**src/common/bw_mul_pkg.sv**
```systemverilog
`default_nettype none

package bw_mul_pkg;

	////////////////////////////////////////////////////////////////////////////
	// default sizes for the top level
	////////////////////////////////////////////////////////////////////////////

	// operand width in bits
	localparam int DEFAULT_DATA_W = 16;

	// array rows per registered stage, data width must be a multiple
	localparam int DEFAULT_ROWS_PER_STAGE = 4;

	////////////////////////////////////////////////////////////////////////////
	// baugh-wooley cell kinds
	////////////////////////////////////////////////////////////////////////////

	// white adds a_i & b_j, gray adds its complement
	typedef enum logic [0:0] {
		CELL_WHITE = 1'b0,
		CELL_GRAY  = 1'b1
	} cell_kind_e;

	// gray when exactly one of column and row is the sign index
	function automatic cell_kind_e bw_cell_kind(input int col, input int row, input int width);
		if ((col == width - 1) != (row == width - 1)) begin
			return CELL_GRAY;
		end
		return CELL_WHITE;
	endfunction

endpackage

`default_nettype wire

```
**src/bw_array/bw_pp_row.sv**
```systemverilog
`timescale 1ns/10ps
`default_nettype none

module bw_pp_row #(
	parameter int DATA_W = bw_mul_pkg::DEFAULT_DATA_W,
	parameter int ROW    = 0
) (
	input  wire logic [DATA_W-1:0]   a,
	input  wire logic [DATA_W-1:0]   b,
	input  wire logic [2*DATA_W-1:0] sum_in,
	input  wire logic [2*DATA_W-1:0] carry_in,
	output logic      [2*DATA_W-1:0] sum_out,
	output logic      [2*DATA_W-1:0] carry_out
);

	// partial product bits of this row, before placing at weight 2^ROW
	logic [DATA_W-1:0]   pp_bit;
	// partial product aligned into the full product width
	logic [2*DATA_W-1:0] pp_row;
	// incoming carries move up one column
	logic [2*DATA_W-1:0] carry_sh;

	////////////////////////////////////////////////////////////////////////////
	// and gates, complemented in the gray cells
	////////////////////////////////////////////////////////////////////////////

	genvar col;
	generate
		for (col = 0; col < DATA_W; col++) begin : g_cell
			localparam bw_mul_pkg::cell_kind_e KIND = bw_mul_pkg::bw_cell_kind(col, ROW, DATA_W);

			if (KIND == bw_mul_pkg::CELL_GRAY) begin : g_gray
				assign pp_bit[col] = ~(a[col] & b[ROW]);
			end else begin : g_white
				assign pp_bit[col] = a[col] & b[ROW];
			end
		end
	endgenerate

	assign pp_row   = {{DATA_W{1'b0}}, pp_bit} << ROW;
	assign carry_sh = {carry_in[2*DATA_W-2:0], 1'b0};

	////////////////////////////////////////////////////////////////////////////
	// one full adder per column, 3:2 compression
	////////////////////////////////////////////////////////////////////////////

	// carry_out keeps its own column index, the next row shifts it
	assign sum_out   = pp_row ^ sum_in ^ carry_sh;
	assign carry_out = (pp_row & sum_in) | (pp_row & carry_sh) | (sum_in & carry_sh);

endmodule

`default_nettype wire

```
**src/bw_array/bw_array_stage.sv**
```systemverilog
`timescale 1ns/10ps
`default_nettype none

module bw_array_stage #(
	parameter int DATA_W         = bw_mul_pkg::DEFAULT_DATA_W,
	parameter int ROWS_PER_STAGE = bw_mul_pkg::DEFAULT_ROWS_PER_STAGE,
	parameter int FIRST_ROW      = 0
) (
	input  wire logic                clk,
	input  wire logic                rst,

	input  wire logic                up_valid,
	output logic                     up_ready,
	input  wire logic [DATA_W-1:0]   up_a,
	input  wire logic [DATA_W-1:0]   up_b,
	input  wire logic [2*DATA_W-1:0] up_sum,
	input  wire logic [2*DATA_W-1:0] up_carry,

	output logic                     dn_valid,
	input  wire logic                dn_ready,
	output logic      [DATA_W-1:0]   dn_a,
	output logic      [DATA_W-1:0]   dn_b,
	output logic      [2*DATA_W-1:0] dn_sum,
	output logic      [2*DATA_W-1:0] dn_carry
);

	// carry-save vectors between rows, entry 0 is the stage input
	logic [ROWS_PER_STAGE:0][2*DATA_W-1:0] row_sum;
	logic [ROWS_PER_STAGE:0][2*DATA_W-1:0] row_carry;

	logic load;

	assign row_sum[0]   = up_sum;
	assign row_carry[0] = up_carry;

	////////////////////////////////////////////////////////////////////////////
	// rows FIRST_ROW .. FIRST_ROW+ROWS_PER_STAGE-1, no registers in between
	////////////////////////////////////////////////////////////////////////////

	genvar r;
	generate
		for (r = 0; r < ROWS_PER_STAGE; r++) begin : g_row
			bw_pp_row #(
				.DATA_W (DATA_W),
				.ROW    (FIRST_ROW + r)
			) u_row (
				.a         (up_a),
				.b         (up_b),
				.sum_in    (row_sum[r]),
				.carry_in  (row_carry[r]),
				.sum_out   (row_sum[r+1]),
				.carry_out (row_carry[r+1])
			);
		end
	endgenerate

	////////////////////////////////////////////////////////////////////////////
	// single pipeline slot
	////////////////////////////////////////////////////////////////////////////

	// free when empty or when the slot drains this cycle
	assign up_ready = ~dn_valid | dn_ready;
	assign load     = up_valid & up_ready;

	always_ff @(posedge clk) begin
		if (rst) begin
			dn_valid <= 1'b0;
		end else if (up_ready) begin
			dn_valid <= up_valid;
		end
	end

	// operands travel along, later rows still need them
	always_ff @(posedge clk) begin
		if (load) begin
			dn_a     <= up_a;
			dn_b     <= up_b;
			dn_sum   <= row_sum[ROWS_PER_STAGE];
			dn_carry <= row_carry[ROWS_PER_STAGE];
		end
	end

endmodule

`default_nettype wire

```
**src/design/bw_final_adder.sv**
```systemverilog
`timescale 1ns/10ps
`default_nettype none

module bw_final_adder #(
	parameter int DATA_W = bw_mul_pkg::DEFAULT_DATA_W
) (
	input  wire logic                       clk,
	input  wire logic                       rst,

	input  wire logic                       up_valid,
	output logic                            up_ready,
	input  wire logic        [2*DATA_W-1:0] up_sum,
	input  wire logic        [2*DATA_W-1:0] up_carry,

	output logic                            dn_valid,
	input  wire logic                       dn_ready,
	output logic signed      [2*DATA_W-1:0] dn_product
);

	////////////////////////////////////////////////////////////////////////////
	// carry-propagate merge
	////////////////////////////////////////////////////////////////////////////

	// baugh-wooley correction ones at bit DATA_W and at the top bit
	localparam logic [2*DATA_W-1:0] CORRECTION =
		(2*DATA_W)'(1) << DATA_W | (2*DATA_W)'(1) << (2*DATA_W - 1);

	logic [2*DATA_W-1:0] carry_sh;
	logic [2*DATA_W-1:0] merged;
	logic                load;

	// top carry bit falls off, the result is modulo 2^(2*DATA_W)
	assign carry_sh = {up_carry[2*DATA_W-2:0], 1'b0};
	assign merged   = up_sum + carry_sh + CORRECTION;

	////////////////////////////////////////////////////////////////////////////
	// output slot
	////////////////////////////////////////////////////////////////////////////

	assign up_ready = ~dn_valid | dn_ready;
	assign load     = up_valid & up_ready;

	always_ff @(posedge clk) begin
		if (rst) begin
			dn_valid <= 1'b0;
		end else if (up_ready) begin
			dn_valid <= up_valid;
		end
	end

	// product holds while the consumer stalls
	always_ff @(posedge clk) begin
		if (load) begin
			dn_product <= merged;
		end
	end

endmodule

`default_nettype wire

```
**src/design/bw_mul_top.sv**
```systemverilog
`timescale 1ns/10ps
`default_nettype none

module bw_mul_top #(
	parameter int DATA_W         = bw_mul_pkg::DEFAULT_DATA_W,
	parameter int ROWS_PER_STAGE = bw_mul_pkg::DEFAULT_ROWS_PER_STAGE
) (
	input  wire logic                       clk,
	input  wire logic                       rst,

	input  wire logic                       in_valid,
	output logic                            in_ready,
	input  wire logic signed [DATA_W-1:0]   in_a,
	input  wire logic signed [DATA_W-1:0]   in_b,

	output logic                            out_valid,
	input  wire logic                       out_ready,
	output logic signed      [2*DATA_W-1:0] out_product
);

	// DATA_W must divide evenly into stages
	localparam int NUM_STAGES = DATA_W / ROWS_PER_STAGE;

	// index 0 is the input port side, index NUM_STAGES feeds the final adder
	logic [NUM_STAGES:0]                 st_valid;
	logic [NUM_STAGES:0]                 st_ready;
	logic [NUM_STAGES:0][DATA_W-1:0]     st_a;
	logic [NUM_STAGES:0][DATA_W-1:0]     st_b;
	logic [NUM_STAGES:0][2*DATA_W-1:0]   st_sum;
	logic [NUM_STAGES:0][2*DATA_W-1:0]   st_carry;

	// the array starts from an empty carry-save pair
	assign st_valid[0] = in_valid;
	assign in_ready    = st_ready[0];
	assign st_a[0]     = in_a;
	assign st_b[0]     = in_b;
	assign st_sum[0]   = '0;
	assign st_carry[0] = '0;

	genvar s;
	generate
		for (s = 0; s < NUM_STAGES; s++) begin : g_stage
			bw_array_stage #(
				.DATA_W         (DATA_W),
				.ROWS_PER_STAGE (ROWS_PER_STAGE),
				.FIRST_ROW      (s * ROWS_PER_STAGE)
			) u_stage (
				.clk      (clk),
				.rst      (rst),
				.up_valid (st_valid[s]),
				.up_ready (st_ready[s]),
				.up_a     (st_a[s]),
				.up_b     (st_b[s]),
				.up_sum   (st_sum[s]),
				.up_carry (st_carry[s]),
				.dn_valid (st_valid[s+1]),
				.dn_ready (st_ready[s+1]),
				.dn_a     (st_a[s+1]),
				.dn_b     (st_b[s+1]),
				.dn_sum   (st_sum[s+1]),
				.dn_carry (st_carry[s+1])
			);
		end
	endgenerate

	bw_final_adder #(
		.DATA_W (DATA_W)
	) u_final (
		.clk        (clk),
		.rst        (rst),
		.up_valid   (st_valid[NUM_STAGES]),
		.up_ready   (st_ready[NUM_STAGES]),
		.up_sum     (st_sum[NUM_STAGES]),
		.up_carry   (st_carry[NUM_STAGES]),
		.dn_valid   (out_valid),
		.dn_ready   (out_ready),
		.dn_product (out_product)
	);

endmodule

`default_nettype wire

```
**config.mk**
```make
export PLATFORM = sky130hd
export DESIGN_NAME = bw_mul_top
export DESIGN_NICKNAME = d
export VERILOG_FILES = /design/src/common/bw_mul_pkg.sv /design/src/bw_array/bw_pp_row.sv /design/src/bw_array/bw_array_stage.sv /design/src/design/bw_final_adder.sv /design/src/design/bw_mul_top.sv
export SDC_FILE = /design/constraint.sdc
export NUM_CORES = 1
export LEC_CHECK = 0
export BUFFER_PORTS_ARGS = -buffer_cell sky130_fd_sc_hd__buf_2
export CAP_MARGIN = 20
export CORE_UTILIZATION = 57
export DETAILED_ROUTE_END_ITERATION = 10
export GPL_TIMING_DRIVEN = 0
export MAX_ROUTING_LAYER = met4
export PLACE_DENSITY = 0.75
export SETUP_SLACK_MARGIN = 0.4
export SYNTH_ARGS = -nofsm -noshare
export SYNTH_HDL_FRONTEND = slang
export SYNTH_SLANG_ARGS = --single-unit
```
**constraint.sdc**
```tcl
create_clock -name clk -period 15.19 [get_ports clk]
set_clock_uncertainty 0.15 [all_clocks]
set_input_delay 3.038 -clock clk [delete_from_list [all_inputs] [get_ports clk]]
set_output_delay 3.038 -clock clk [all_outputs]
set_load 0.01 [all_outputs]
```
==> flow_summary.yaml <==
place:
  hpwl_mm: 18.5
  port-buffer-count: 69
  gp_congestion: 0.846
  placed_area_mm2: 0.0167
  preCtsSetupSlack_ps: 7490
run:
  drv_cap: 0
cells_and_area:
  drive_above_1_share_pct: 9.83
  fin_area_mm2: 0.0175
  final_core_util_pct: 64.9
  area_delta_synth_final_pct: 11.4
  n_antenna_cell: 0
  nets: 1521
setup_path:
  start_kind: "primary input"
  end_kind: "output port"
  path_class: "primary input to output port"
  cp.arrival_ps: 4550
  critPathRequiredTime_ps: 12000
  critPathMaxFanout: 6
floorplanning:
  initial_utilization_pct: 58.2
  die_y_um: 168
  rows: 60
  io_pins: 70
  dieArea_mm2: 0.0283
  core-area_mm2: 0.0270
  die_width_um: 168
detailed_routing:
  routedWlPerCell_um: 14.8
  vias: 7969
  routed_wl_mm: 23.6
  first_pass_iters: 4
  routed_via_density: 5.01
  drc: 0
  postRouteAntennaNets: 0
  initialDrtViolationCount: 334
timing:
  timing.fmax_mhz: 129
  finalSetupTns_ps: 0
  worst_slew_pin_slew_ps: 917
  finalCritPeriodShare_pct: 50.9
  fin_ws_ps: 7450
  slew_headroom_pct: 38.7
  final-setup-viol-count: 0
  final_max_slew_viol_count: 0
  hold_viol_final: 0
  finalCriticalPeriod_ps: 7740
  rsz0062_at_grt: "no"
clock_network:
  htreeDepth: 1
  clock-sinks: 269
  clk_path_buf_depth: 3
  post_cts_buffers: 0
  clk_latency_ps: 540
  post_cts_resized: 0
  cts_tree: "done"
  numCtsBuffers: 27
  clockRootBuffer: "clkbuf_16"
  clkTransAtPathRegs_ps: 60
  cts_hold_buf: 0
synth:
  synthesis.area_mm2: 0.0157
  async_reset_ff_share_pct: 0
  synth_seq_cells: 269
  synthTopCellsByCount: "edfxtp_1, inv_1, fa_1"
  synth_nets: 1417
  synth_mux_area_share_pct: 0
  synth_top_area_share_pct: 50.4
  synth_cells: 1126
  yosysTopAreaCell: "edfxtp_1"
  synth_compound_area_share_pct: 1.87
  synth_ff_type: "edfxtp_1"
  yosys_warnings: 0
  yosys-top-cells-area: "edfxtp_1, fa_1, and2_1, inv_1, ha_1"
  synth-xor-area-share_pct: 0.557
  synth_cell_types: 34
  synth_top_family_by_area: "adder cells"
  synth_area_per_cell_um2: 14.0
  synth_edf_count: 264
  synthMostInstantiatedCell: "edfxtp_1"
  synthSimpleGateAreaFrac_pct: 10.2
  synthAdderAreaFrac_pct: 30.3
  seq_area_frac_synth_pct: 51.0
global_routing:
  grt_pass1_wl_mm: 40.4
  grt-busiest-layer: "met2"
  globalRouteMet1Util_pct: 21.5
  grt_pass1_vias: 8675
  grt_max_degree: 35
  grt_use_total_pct: 18.5
  grtUsageMet3_pct: 1.83
  overflow: 0
  antenna_found_initial: 0
  use_met2_pct: 34.1
pwr:
  power_density_mw_per_mm2: 125
  ir_drop_uv: 79.6
  leakage_uw: 0.00742
  total_power_uw: 2190
run_status:
  status: "finished, final reports clean"
worst_hold_path:
  hp-class: "flip-flop to flip-flop"
## worst max-delay path: stages
cell	delay [ps]
buf_2	100
nor2b_1	440
and3_1	230
clkbuf_1	410
nand3_1	160
buf_2	170
## cells by family after synthesis
group                      after synthesis
adders and majority gates              255
and+or+nand+nor                        298
AOI/OAI and AO/OA                       40
xor gates and xnor gates                10
DFF                                    269
buffers and inverters                  254
## cell type report
type | count | area (µm²)
flip-flops and latches | 269 | 8030
clock buffers | 38 | 737
inverters | 237 | 890
repair buffers | 75 | 465
multi-input cells | 603 | 6810
plain buffers | 17 | 63.8
clock inverters | 12 | 111
fillers | 1920 | 9500
well taps | 341 | 427
## cells in the final DEF (no fill, tap or decap), drive strengths merged, types with 7 or more instances in the layout
cell    synthesis  routed
clkinv          0       8
and2          169     169
a21o            7       7
xnor2           8       8
nand2b          7       7
ha             44      44
edfxtp        264     264
inv           237     238
a21oi          14      14
buf             0      75
nor2           14      14
clkbuf         17      55
fa            211     211
nand2          91      91
## worst paths after layout
check,cells after the start,to,from,slack [ps]
setup / recovery,6,in_ready,out_ready,7450
hold / removal,0,u_final.dn_product[15]$_DFFE_PP_,g_stage[3].u_stage.dn_sum[15]$_DFFE_PP_,270
setup reg to reg,8,g_stage[3].u_stage.dn_sum[17]$_DFFE_PP_,g_stage[2].u_stage.dn_b[12]$_DFFE_PP_,11750
hold reg to reg,0,u_final.dn_product[15]$_DFFE_PP_,g_stage[3].u_stage.dn_sum[15]$_DFFE_PP_,270
## registers in the layout, summed over array words and instances, names as in the netlist
name / count
g_stage.u_stage.dn_a: 48
g_stage.u_stage.dn_b: 24
g_stage.u_stage.dn_carry: 60
g_stage.u_stage.dn_sum: 100
g_stage.u_stage.dn_valid: 4
u_final.dn_product: 32
u_final.dn_valid: 1
## stage by stage
stage               hold slack, ps  cells
floorplan                      250   1126
global placement               254   1536
detailed placement             255   1542
CTS                            268   1592
global route                   267   1592
finish                         268   1592
## where the power goes
group / switching (µW) / internal, µW / total, µW
Sequential: 33.6 / 949 / 982
Clock: 264 / 371 / 635
Combinational: 321 / 249 / 570
Total: 619 / 1570 / 2190
## metal layers
layer | wire, µm | share of wire [%]
met1 | 9750 | 41
met2 | 12700 | 54
met3 | 592 | 2.5
met4 | 586 | 2.5
met5 | 0 | 0
Note: power is estimated with default switching activity, not from simulation.
